`src/common/tlb_miss_pkg.sv`:
```
`default_nettype none

package tlb_miss_pkg;

  // pipeline shape
  localparam int LANES = 2;
  localparam int ROWS = 4;

  // page is vaddr[43:14]
  localparam int VADDR_W = 44;
  localparam int PAGE_LSB = 14;
  localparam int PAGE_W = VADDR_W - PAGE_LSB;

  typedef logic [1:0] row_ptr_t;
  typedef logic [2:0] row_cnt_t;
  typedef logic [VADDR_W-1:0] vaddr_t;
  typedef logic [PAGE_W-1:0] page_t;

  typedef enum logic [1:0] {
    OP_LOAD,
    OP_STORE,
    OP_PREFETCH,
    OP_NONE
  } op_kind_e;

  // one memory op as seen on a lane
  typedef struct packed {
    logic       thread;
    vaddr_t     vaddr;
    logic [4:0] sz;
    logic [3:0] attr;
    logic [8:0] lsq_tag;
    logic [9:0] ii_tag;
    op_kind_e   kind;
  } mem_op_t;

  typedef mem_op_t [LANES-1:0] lane_ops_t;

  // execute-address request per lane
  typedef struct packed {
    logic       en;
    vaddr_t     vaddr;
    logic [4:0] sz;
    logic [3:0] attr;
  } ex_req_t;

  // request to the TLB refill unit
  typedef struct packed {
    logic       en;
    page_t      page;
    logic [3:0] attr;
  } refill_req_t;

  typedef enum logic [1:0] {
    RS_IDLE,
    RS_READ,
    RS_REFILL,
    RS_ISSUE
  } replay_state_e;

endpackage

`default_nettype wire

```
`src/replay_buffer/replay_ctrl.sv`:
```
`timescale 1ns/1ps
`default_nettype none

module replay_ctrl import tlb_miss_pkg::*; (
  input  wire              clk,
  input  wire              rst,
  input  wire [LANES-1:0]  miss_i,
  input  wire              refill_ack_i,
  input  wire [LANES-1:0]  lane_live_i,
  input  wire lane_ops_t   rd_ops_i,
  output row_ptr_t         wr_row_o,
  output row_ptr_t         rd_row_o,
  output logic             rd_strobe_o,
  output logic             issue_o,
  output refill_req_t      refill_req_o,
  output logic             stall_o
);

  replay_state_e    state_q;
  replay_state_e    state_d;
  row_ptr_t         wr_ptr_q;
  row_ptr_t         rd_ptr_q;
  row_cnt_t         cnt_q;
  row_cnt_t         cnt_d;
  logic [LANES-1:0] done_q;
  logic [LANES-1:0] need;
  logic             capture;
  logic             issue;
  logic             req_en;
  logic             cur_lane;
  logic             lane_q;
  logic             req_out_q;
  logic             ack_q;

  assign capture = |miss_i;
  assign issue = (state_q == RS_ISSUE);

  // live lanes of the read row still waiting for their page
  assign need = lane_live_i & ~done_q;

  // lane 0 goes first unless a request is already out on a lane
  assign cur_lane = req_out_q ? lane_q : ~need[0];

  // request gap of one cycle after every ack
  assign req_en = (state_q == RS_REFILL) && !ack_q && need[cur_lane];

  assign cnt_d = cnt_q + row_cnt_t'(capture) - row_cnt_t'(issue);

  always_comb begin
    state_d = state_q;
    case (state_q)
      RS_IDLE: begin
        if (cnt_q != '0) begin
          state_d = RS_READ;
        end
      end
      RS_READ: begin
        state_d = RS_REFILL;
      end
      RS_REFILL: begin
        // a killed lane with a request in flight still waits for its ack
        if (!(|need) && !req_out_q) begin
          state_d = RS_ISSUE;
        end
      end
      RS_ISSUE: begin
        state_d = (cnt_d != '0) ? RS_READ : RS_IDLE;
      end
      default: begin
        state_d = RS_IDLE;
      end
    endcase
  end

  always_ff @(posedge clk) begin
    if (rst) begin
      state_q <= RS_IDLE;
      wr_ptr_q <= '0;
      rd_ptr_q <= '0;
      cnt_q <= '0;
      done_q <= '0;
      lane_q <= 1'b0;
      req_out_q <= 1'b0;
      ack_q <= 1'b0;
    end else begin
      state_q <= state_d;
      cnt_q <= cnt_d;
      ack_q <= refill_ack_i;
      if (capture) begin
        wr_ptr_q <= wr_ptr_q + row_ptr_t'(1);
      end
      if (issue) begin
        rd_ptr_q <= rd_ptr_q + row_ptr_t'(1);
        done_q <= '0;
      end else if (refill_ack_i && req_out_q) begin
        done_q[lane_q] <= 1'b1;
      end
      if (refill_ack_i) begin
        req_out_q <= 1'b0;
      end else if (req_en && !req_out_q) begin
        req_out_q <= 1'b1;
        lane_q <= cur_lane;
      end
    end
  end

  assign wr_row_o = wr_ptr_q;
  assign rd_row_o = rd_ptr_q;
  assign rd_strobe_o = (state_q == RS_READ);
  assign issue_o = issue;

  // page and attr of the requesting lane
  assign refill_req_o.en = req_en;
  assign refill_req_o.page = rd_ops_i[cur_lane].vaddr[PAGE_LSB +: PAGE_W];
  assign refill_req_o.attr = rd_ops_i[cur_lane].attr;

  // high while any row is held up to and including its issue cycle
  assign stall_o = (cnt_q != '0);

  a_no_capture_full: assert property (
    @(posedge clk) disable iff (rst) capture |-> (cnt_q < row_cnt_t'(ROWS))
  ) else $error("miss captured with all rows occupied");

  a_ack_has_req: assert property (
    @(posedge clk) disable iff (rst) refill_ack_i |-> req_out_q
  ) else $error("refill ack without an outstanding request");

  a_idle_when_empty: assert property (
    @(posedge clk) disable iff (rst) (cnt_q == '0) |-> (state_q == RS_IDLE)
  ) else $error("replay active with no rows held");

endmodule

`default_nettype wire

```
`src/replay_buffer/miss_entry_ram.sv`:
```
`timescale 1ns/1ps
`default_nettype none

module miss_entry_ram import tlb_miss_pkg::*; (
  input  wire             clk,
  input  wire             rst,
  input  wire             wr_en_i,
  input  wire row_ptr_t   wr_row_i,
  input  wire lane_ops_t  wr_ops_i,
  input  wire             rd_strobe_i,
  input  wire row_ptr_t   rd_row_i,
  output lane_ops_t       rd_ops_o
);

  // both lanes of one capture share a row
  lane_ops_t mem [ROWS];
  row_ptr_t  rd_addr_q;

  always_ff @(posedge clk) begin
    if (wr_en_i) begin
      mem[wr_row_i] <= wr_ops_i;
    end
  end

  always_ff @(posedge clk) begin
    if (rst) begin
      rd_addr_q <= '0;
    end else if (rd_strobe_i) begin
      rd_addr_q <= rd_row_i;
    end
  end

  // async read after the address register, so a write to
  // the held row shows up on the next cycle (write first)
  assign rd_ops_o = mem[rd_addr_q];

endmodule

`default_nettype wire

```
`src/logic/miss_tag_table.sv`:
```
`timescale 1ns/1ps
`default_nettype none

module miss_tag_table import tlb_miss_pkg::*; (
  input  wire              clk,
  input  wire              rst,
  input  wire [LANES-1:0]  miss_i,
  input  wire [LANES-1:0]  thread_i,
  input  wire row_ptr_t    wr_row_i,
  input  wire row_ptr_t    rd_row_i,
  input  wire              issue_i,
  input  wire              except_i,
  input  wire              except_thread_i,
  output logic [LANES-1:0] lane_live_o
);

  logic [LANES-1:0] pend_q [ROWS];
  logic [LANES-1:0] inv_q [ROWS];
  logic [LANES-1:0] thr_q [ROWS];
  logic             capture;
  logic [LANES-1:0] kill_wr;
  logic [LANES-1:0] kill_rd;

  // lanes hit by the exception in this cycle
  function automatic logic [LANES-1:0] thread_hit(input logic [LANES-1:0] thr,
                                                  input logic             ex,
                                                  input logic             ex_thr);
    return {LANES{ex}} & ~(thr ^ {LANES{ex_thr}});
  endfunction

  assign capture = |miss_i;
  assign kill_wr = thread_hit(thread_i, except_i, except_thread_i);
  assign kill_rd = thread_hit(thr_q[rd_row_i], except_i, except_thread_i);

  always_ff @(posedge clk) begin
    if (rst) begin
      for (int r = 0; r < ROWS; r++) begin
        pend_q[r] <= '0;
        inv_q[r] <= '0;
      end
    end else begin
      if (except_i) begin
        for (int r = 0; r < ROWS; r++) begin
          inv_q[r] <= inv_q[r] |
                      (pend_q[r] & thread_hit(thr_q[r], except_i, except_thread_i));
        end
      end
      if (issue_i) begin
        pend_q[rd_row_i] <= '0;
      end
      // a row captured under the exception starts out invalid
      if (capture) begin
        pend_q[wr_row_i] <= miss_i;
        inv_q[wr_row_i] <= kill_wr;
      end
    end
  end

  always_ff @(posedge clk) begin
    if (capture) begin
      thr_q[wr_row_i] <= thread_i;
    end
  end

  assign lane_live_o = pend_q[rd_row_i] & ~inv_q[rd_row_i] & ~kill_rd;

  // write pointer must never lap a row that has not issued yet
  a_no_overwrite: assert property (
    @(posedge clk) disable iff (rst) capture |-> (pend_q[wr_row_i] == '0)
  ) else $error("pending row rewritten before issue");

endmodule

`default_nettype wire

```
`src/logic/op_return_mux.sv`:
```
`timescale 1ns/1ps
`default_nettype none

module op_return_mux import tlb_miss_pkg::*; (
  input  wire              issue_i,
  input  wire lane_ops_t   rd_ops_i,
  input  wire [LANES-1:0]  lane_live_i,
  input  wire lane_ops_t   lane_op_i,
  input  wire [LANES-1:0]  lane_en_i,
  output lane_ops_t        lane_op_o,
  output logic [LANES-1:0] lane_en_o,
  output ex_req_t [LANES-1:0] ex_req_o
);

  always_comb begin
    // replayed row wins for its one issue cycle
    if (issue_i) begin
      lane_op_o = rd_ops_i;
      lane_en_o = lane_live_i;
    end else begin
      lane_op_o = lane_op_i;
      lane_en_o = lane_en_i;
    end
  end

  always_comb begin
    for (int l = 0; l < LANES; l++) begin
      // dead lanes keep their payload but never request
      ex_req_o[l].en = issue_i & lane_live_i[l];
      ex_req_o[l].vaddr = lane_op_o[l].vaddr;
      ex_req_o[l].sz = lane_op_o[l].sz;
      ex_req_o[l].attr = lane_op_o[l].attr;
    end
  end

endmodule

`default_nettype wire

```
`src/logic/tlb_miss_replay.sv`:
```
`timescale 1ns/1ps
`default_nettype none

module tlb_miss_replay import tlb_miss_pkg::*; (
  input  wire              clk,
  input  wire              rst,
  input  wire lane_ops_t   lane_op_i,
  input  wire [LANES-1:0]  lane_en_i,
  input  wire [LANES-1:0]  miss_i,
  input  wire              except_i,
  input  wire              except_thread_i,
  input  wire              refill_ack_i,
  output lane_ops_t        lane_op_o,
  output logic [LANES-1:0] lane_en_o,
  output ex_req_t [LANES-1:0] ex_req_o,
  output refill_req_t      refill_req_o,
  output logic             stall_o
);

  row_ptr_t         wr_row;
  row_ptr_t         rd_row;
  logic             rd_strobe;
  logic             issue;
  logic [LANES-1:0] lane_live;
  logic [LANES-1:0] lane_thread;
  lane_ops_t        rd_ops;

  // thread bit of each incoming lane for the tag table
  for (genvar l = 0; l < LANES; l++) begin : g_thread
    assign lane_thread[l] = lane_op_i[l].thread;
  end

  replay_ctrl u_replay_ctrl (
    .clk          (clk),
    .rst          (rst),
    .miss_i       (miss_i),
    .refill_ack_i (refill_ack_i),
    .lane_live_i  (lane_live),
    .rd_ops_i     (rd_ops),
    .wr_row_o     (wr_row),
    .rd_row_o     (rd_row),
    .rd_strobe_o  (rd_strobe),
    .issue_o      (issue),
    .refill_req_o (refill_req_o),
    .stall_o      (stall_o)
  );

  miss_entry_ram u_miss_entry_ram (
    .clk         (clk),
    .rst         (rst),
    .wr_en_i     (|miss_i),
    .wr_row_i    (wr_row),
    .wr_ops_i    (lane_op_i),
    .rd_strobe_i (rd_strobe),
    .rd_row_i    (rd_row),
    .rd_ops_o    (rd_ops)
  );

  miss_tag_table u_miss_tag_table (
    .clk             (clk),
    .rst             (rst),
    .miss_i          (miss_i),
    .thread_i        (lane_thread),
    .wr_row_i        (wr_row),
    .rd_row_i        (rd_row),
    .issue_i         (issue),
    .except_i        (except_i),
    .except_thread_i (except_thread_i),
    .lane_live_o     (lane_live)
  );

  op_return_mux u_op_return_mux (
    .issue_i     (issue),
    .rd_ops_i    (rd_ops),
    .lane_live_i (lane_live),
    .lane_op_i   (lane_op_i),
    .lane_en_i   (lane_en_i),
    .lane_op_o   (lane_op_o),
    .lane_en_o   (lane_en_o),
    .ex_req_o    (ex_req_o)
  );

endmodule

`default_nettype wire

```
`config.mk`:
```
export PLATFORM = sky130hd
export DESIGN_NAME = tlb_miss_replay
export DESIGN_NICKNAME = d
export VERILOG_FILES = /design/src/common/tlb_miss_pkg.sv /design/src/replay_buffer/replay_ctrl.sv /design/src/replay_buffer/miss_entry_ram.sv /design/src/logic/miss_tag_table.sv /design/src/logic/op_return_mux.sv /design/src/logic/tlb_miss_replay.sv
export SDC_FILE = /design/constraint.sdc
export NUM_CORES = 1
export LEC_CHECK = 0
export BUFFER_PORTS_ARGS = -buffer_cell sky130_fd_sc_hd__buf_2
export CAP_MARGIN = 30
export CORE_AREA = 2 2 235 237
export CTS_BUF_LIST = sky130_fd_sc_hd__clkbuf_2 sky130_fd_sc_hd__clkbuf_4 sky130_fd_sc_hd__clkbuf_8
export DETAILED_ROUTE_END_ITERATION = 6
export DIE_AREA = 0 0 237 239
export HOLD_SLACK_MARGIN = 0.08
export PLACE_DENSITY = 0.72
export SYNTH_ARGS = -nofsm -noshare
export SYNTH_HDL_FRONTEND = slang
export SYNTH_SLANG_ARGS = --single-unit
```
`constraint.sdc`:
```
create_clock -name clk -period 7.05 [get_ports clk]
set_input_delay 1.7625 -clock clk [delete_from_list [all_inputs] [get_ports clk]]
set_output_delay 1.7625 -clock clk [all_outputs]
set_load 0.1 [all_outputs]
```
==> metrics.md, run 1 <==
| Metric | Value |
|---|---|
| Synth warn | 0 |
| Avg Cell Area, Syn | 20.3 um2 |
| Syn_nets | 1493 |
| Count of final max-slew check failures | 0 |
| P per Cell Area | 358 nW/um2 |
| Wire length of the first global-routing pass | 84300 um |
| CTS Buffer Depth | 3 |
| Post-synth top flop | edfxtp_1 |
| 1st-pass router iterations | 5 |
| Final setup violation count | 0 |
| Worst vdd rail ir drop | 0.000281 V |
| Crit path launch | except_thread_i |
| Iter 0 DRT Violations | 885 |
| Status | complete, no violations |
| Worst endpoint required time | 5.29 ns |
| CP arrival | 4.33 ns |
| Unrepaired setup endpoints after global routing | no |
| Layout area overhead | 16.4% |
| Static leakage | 10.9 nW |
| Antenna Nets Post-Route | 0 |
| GRT Overall Usage | 19.8% |
| Top Ports | 455 |
| Core area | 54300 um2 |
| Cts hold-fix bufs | 0 |
| MaxCap Viol Count | 0 |
| Rows | 86 |
| Post-synth EDFFs | 616 |
| Cell taking the most area after synthesis | edfxtp_1 |
| Clk root buf | clkbuf_8 |
| Core Util, Final | 57.5% |
| Die area | 56600 um2 |
| Most common cell in the netlist | edfxtp_1 |
| Synth top cells by count | edfxtp_1, mux2_2, mux4_2 |
| Fraction of layout cells with a size suffix above 1 | 54.8% |
| Non-filler cells in the finished layout | 2520 |
| Post-CTS sizing | 0 |
| Ranking of synthesized cells by area | edfxtp_1, mux4_2, mux2_2, buf_4, mux2_4 |
| Min Tclk post-route | 6.09 ns |
| Crit share post-route | 86.4% |
| GRT Residual Overflow | 0 |
| Vias per cell | 5.47 |
| Synth Register Bits | 636 |
| CP max FO | 34 |
| # DRC | 0 |
| Vias in the first global route | 14100 |
| Fraction of registers with async set/reset | 0% |
| Mapped Cells | 1323 |
| Worst Skew | 0.0177 ns |
| Max Fclk | 0.164 GHz |
| Worst slew pin tran | 0.959 ns |
| CTS tree | yes |
| Largest net degree at the start of global routing | 87 |
| Post-CTS Setup Bufs | 0 |
| Final hold vios | 0 |
| R2R Path Start | u_replay_ctrl.wr_row_o[0]$_SDFFE_PP0P_ |
| Sequential-to-total area share from yosys stat | 70.4% |
| Via count | 13800 |
| Hold Path Class | flip-flop to flip-flop |
| Final net count | 1897 |
| DRT Wirelength | 56400 um |
| Max H-tree Level | 3 |
| Count of cell types in the netlist | 48 |
| Clk sinks | 636 |
| Die width | 237 um |
| HP Start | u_replay_ctrl.wr_row_o[1]$_SDFFE_PP0P_ |
| Initial antenna violation count | 17 |
| Mapped Area | 26800 um2 |
| CTS Buf Count | 102 |
| Fin Setup TNS | 0 ns |
| Rel. slew slack | 36.1% |
| Placed cell count | 2327 |
| Routability congestion estimate | 0.791 |
| Clk Latency, worst-skew pair | 0.67 ns |
| Critical Setup Path Class | primary input to primary output |
| CP Launch Type | primary input |
| CP Capture Type | primary output |
| Clock transition at the registers of the reported paths | 0.05 ns |
| Die height | 239 um |
| Initial core utilization | 49.4% |
| Post-DR wirelength/cell | 22.4 um |
| Dpl hpwl | 34600 um |
| Fillers | 4103 |
| Top cell type's share of synthesized area | 69.0% |
| # port buffers | 454 |
[per-layer routing]
metal / vias up / wire length [um] / GRT usage, % / share of wire (%)
li1: 6107 / - / - / -
met1: 7063 / 23600 / 26.2 / 42
met2: 480 / 27600 / 32.0 / 49
met3: 103 / 3910 / 5.60 / 6.9
met4: 22 / 1230 / 6.73 / 2.2
met5: - / 145 / 0 / 0.26
[kinds of logic (layout without fill, tap and decap cells)]
kind of cell	count (synthesis)	count (layout)	share of synthesized area [%]
AO/OA/AOI/OAI	47	47	1.14
buffers and inverters	187	674	4.39
adder cells (fa/ha/maj)	11	11	0.541
flip-flops	636	636	70.4
multiplexers	349	349	21.5
AND/OR/NAND/NOR	81	81	1.62
XOR/XNOR	12	12	0.392
other	0	6	0
[flip-flops by register name, indices dropped and copies added (netlist names), named ones only]
| signal | count |
|---|---|
| u_miss_tag_table.pend_q | 8 |
| u_replay_ctrl.state_q | 2 |
| u_miss_entry_ram.rd_addr_q | 2 |
| u_miss_tag_table.inv_q | 8 |
| u_replay_ctrl.req_out_q | 1 |
| u_replay_ctrl.cnt_q | 3 |
| u_replay_ctrl.lane_q | 1 |
| u_replay_ctrl.done_q | 2 |
| u_replay_ctrl.wr_row_o | 2 |
| u_replay_ctrl.ack_q | 1 |
| u_miss_tag_table.thr_q | 4 |
| u_replay_ctrl.rd_row_o | 2 |
| u_miss_entry_ram.mem | 596 |
[worst max-delay path, cell delays in order]
cell     delay, ns
buf_2         0.32
or3b_2        0.23
mux2i_4       0.09
nor4b_4       0.36
mux2_4        0.80
mux2_4        0.29
buf_2         0.42
[cells in the final DEF, fill, tap and decap left out, types with 11 or more instances in the layout]
cell type / netlist / final
nor2_1: 17 / 17
clkbuf_8: 0 / 104
buf_2: 14 / 454
nand2b_1: 11 / 11
mux4_2: 152 / 152
nand2_1: 19 / 19
edfxtp_1: 616 / 616
clkinv_1: 0 / 18
dfxtp_1: 20 / 18
clkinv_2: 0 / 12
clkbuf_4: 0 / 43
xnor2_1: 11 / 11
inv_1: 16 / 12
mux2_2: 154 / 154
mux2_4: 31 / 31
[where the power goes]
part / total, W / leakage, nW / internal [W] / switching, W
combinational: 0.00346 / 3.91 / 0.000711 / 0.00275
clock: 0.00315 / 1.10 / 0.00175 / 0.00140
sequential: 0.00456 / 5.91 / 0.00447 / 0.0000849
total: 0.0112 / 10.9 / 0.00693 / 0.00424
[area by class of cell]
type	instances	area [um2]	share of cell area (%)
multi-input combinational	500	6770	21.7
inverter	16	80.1	0.256
antenna	6	15.0	0.0481
clock inverter	40	307	0.982
timing repair buffer	471	2510	8.05
tap	704	881	2.82
sequential	636	18900	60.5
clock buffer	147	1750	5.62
[path summary, 6_finish.rpt]
check                                                               to  slack, ns  cells past startpoint
worst min-delay path            u_replay_ctrl.wr_row_o[1]$_SDFFE_PP0P_       0.50                      2
worst max-delay path                                   refill_req_o[8]       0.96                      7
worst min register to register  u_replay_ctrl.wr_row_o[1]$_SDFFE_PP0P_       0.50                      2
worst max register to register   u_miss_entry_ram.mem[0][69]$_DFFE_PP_       3.97                      6
[stage by stage]
stage | hold WS (ns) | worst slack (ns) | cell area [um2] | total power [W]
after CTS | 0.500 | 0.960 | 31200 | 0.0113
after global placement | 0.480 | 1.05 | 29100 | 0.00807
after global routing | 0.528 | 0.816 | 31200 | 0.0116
after floorplan | 0.463 | 0.262 | 26800 | 0.00766
after detailed placement | 0.488 | 0.963 | 29200 | 0.00812
final | 0.498 | 0.957 | 31200 | 0.0112
Power figures use the tool's default switching activity.
==> run 2: changes to the inputs <==
==> constraint.sdc (replaced) <==
create_clock -name clk -period 7.05 [get_ports clk]
set_input_delay 0.3525 -clock clk [delete_from_list [all_inputs] [get_ports clk]]
set_output_delay 0.3525 -clock clk [all_outputs]
set_load 0.1 [all_outputs]
==> run 2 against run 1 <==
Cell area up 4.8%. Via count is 4.4% higher. Sequential share of layout area decreased by 2.8 points. Sequential cell count unchanged.
==> metrics.md, run 2 (synthesis gave the netlist of run 1 again) <==
| Metric | Value |
|---|---|
| Most frequent cells in the layout | edfxtp_1, buf_2, dlygate4sd3_1 |
| 1st-pass router iterations | 5 (unchanged) |
| MaxCap Viol Count | 0 (unchanged) |
| Wire length of the first global-routing pass | 87000 um (+3.1%) |
| # port buffers | 454 (unchanged) |
| Final setup violation count | 0 (unchanged) |
| Via count | 14400 (+4.4%) |
| CTS tree | yes |
| Die width | 237 um (unchanged) |
| Initial core utilization | 49.4% (unchanged) |
| CP arrival | 3.84 ns (-0.49 ns) |
| Commonest non-fill, non-tap cell in the layout | edfxtp_1 |
| Clock transition at the registers of the reported paths | 0.06 ns (about the same) |
| Routability congestion estimate | 0.801 (+1.3%) |
| Rel. slew slack | 36.4% (+0.31 points) |
| Worst slew pin tran | 0.954 ns (-0.00464 ns) |
| Initial antenna violation count | 2 (-15) |
| Vias in the first global route | 15100 (+7.3%) |
| Layout area overhead | 22.0% |
| Top flop regs | u_miss_entry_ram.mem: 596 flops, u_miss_tag_table.inv_q: 8 flops, u_miss_tag_table.pend_q: 8 flops |
| P per Cell Area | 343 nW/um2 (-4.0%) |
| Post-CTS sizing | 0 (unchanged) |
| CP Cell Sequence | mux4_2 > nor4b_4 > mux2_4 > mux2_4 > buf_2 |
| Crit share post-route | 59.5% (-27 points) |
| GRT Residual Overflow | 0 (unchanged) |
| Critical Setup Path Class | flip-flop to primary output |
| Slowest-stage cell, CP | mux2_4 |
| Final hold vios | 0 (unchanged) |
| Largest register FFs | 596 (unchanged) |
| Worst vdd rail ir drop | 0.000322 V (+15%) |
| Post-DR wirelength/cell | 21.6 um (-3.6%) |
| Static leakage | 11.5 nW (+5.6%) |
| Hold Path Class | primary input to flip-flop |
| Fillers | 3885 (-5.3%) |
| Clk root buf | clkbuf_8 |
| Final net count | 2049 (+8.0%) |
| GRT Overall Usage | 20.1% (+0.30 points) |
| Count of final max-slew check failures | 0 (unchanged) |
| Max H-tree Level | 3 (unchanged) |
| Iter 0 DRT Violations | 878 (-0.79%) |
| Worst endpoint required time | 6.70 ns (+1.41 ns) |
| Min Tclk post-route | 4.19 ns (-1.90 ns) |
| Fraction of layout cells with a size suffix above 1 | 49.9% (-4.9 points) |
| Dpl hpwl | 34100 um (-1.4%) |
| Post-CTS Setup Bufs | 0 (unchanged) |
| CTS Buf Count | 101 (-0.98%) |
| Worst path bufs/invs | 1 (-1) |
| CP max FO | 34 (unchanged) |
| Top Ports | 455 (unchanged) |
| Largest Register | u_miss_entry_ram.mem |
| Fin Setup TNS | 0 ns (unchanged) |
| CP Launch Type | flip-flop |
| Status | complete, no violations |
| Max Fclk | 0.239 GHz (+45%) |
| CP delay by family, top | multiplexers |
| # DRC | 0 (unchanged) |
| Core area | 54300 um2 (unchanged) |
| CP max stage delay | 0.79 ns (about the same) |
| Clk Latency, worst-skew pair | 0.67 ns (about the same) |
| Core Util, Final | 60.2% (+2.7 points) |
| Worst path most repeated cell | mux2_4 |
| Clk sinks | 636 (unchanged) |
| Antenna Nets Post-Route | 0 (unchanged) |
| Die height | 239 um (unchanged) |
| Worst Skew | 0.0292 ns (+0.0115 ns) |
| Largest net degree at the start of global routing | 93 (+6.9%) |
| Die area | 56600 um2 (unchanged) |
| Unrepaired setup endpoints after global routing | no |
| DRT Wirelength | 57500 um (+1.9%) |
| CP Capture Type | primary output |
| Vias per cell | 5.40 (-1.2%) |
| Rows | 86 (unchanged) |
| CTS Buffer Depth | 3 (unchanged) |
[run 2: layer usage]
layer	vias up	global-route usage, %	routed length, um
met4	0	6.37	1040
met1	7405	26.4	24300
met5	-	0	0
li1	6404	-	-
met3	82	4.84	3730
met2	494	33.5	28400
[run 2: worst paths after layout]
check / from / to / slack (ns) / cells past startpoint
worst max register to register: u_replay_ctrl.state_q[1]$_SDFFE_PP0P_ / u_replay_ctrl.state_q[0]$_SDFFE_PP0P_ / 3.80 / 9
worst min register to register: u_miss_entry_ram.rd_addr_q[1]$_SDFFE_PP0P_ / u_miss_entry_ram.rd_addr_q[1]$_SDFFE_PP0P_ / 0.50 / 2
worst max-delay path: flip-flop / refill_req_o[4] / 2.86 / 5
worst min-delay path: except_i / u_miss_tag_table.inv_q[2][1]$_DFFE_PP_ / 0.21 / 3
[run 2: cell type report]
type / instances / area [um2] / area share (%)
Antenna cell: 3 / 7.51 / 0.0229
Clock buffer: 139 / 1680 / 5.12
Clock inverter: 42 / 352 / 1.07
Inverter: 16 / 80.1 / 0.245
Multi-Input combinational cell: 500 / 6760 / 20.7
Sequential cell: 636 / 18900 / 57.8
Tap cell: 704 / 881 / 2.69
Timing Repair Buffer: 624 / 4060 / 12.4
[run 2: repair_timing]
action                                  CTS  global route
endpoints found under the setup margin    0             0
hold endpoints to repair                612             0
hold buffers                            156             0
[run 2: where the power goes]
part	switching (W)	leakage [nW]	internal [W]
Combinational	0.00277	4.55	0.000767
Sequential	0.0000869	5.91	0.00447
Clock	0.00141	1.07	0.00173
[run 2: stage by stage]
stage	power (W)	cells	instance area (um2)	setup WS, ns	hold slack (ns)
finish	0.0112	2664	32700	2.86	0.212
global route	0.0116	2663	32700	2.65	0.178
CTS	0.0113	2660	32700	2.79	0.111
detailed placement	0.00811	2323	29100	3.54	0.492
global placement	0.00807	2320	29000	3.56	0.481
floorplan	0.00766	1323	26800	0.138	0.431
[run 2: tightest hold or removal path, delay by kind of cell]
kind / cells / cell delay, ns
buffers and inverters: 1 / 0.15
and+or+nand+nor: 2 / 0.25
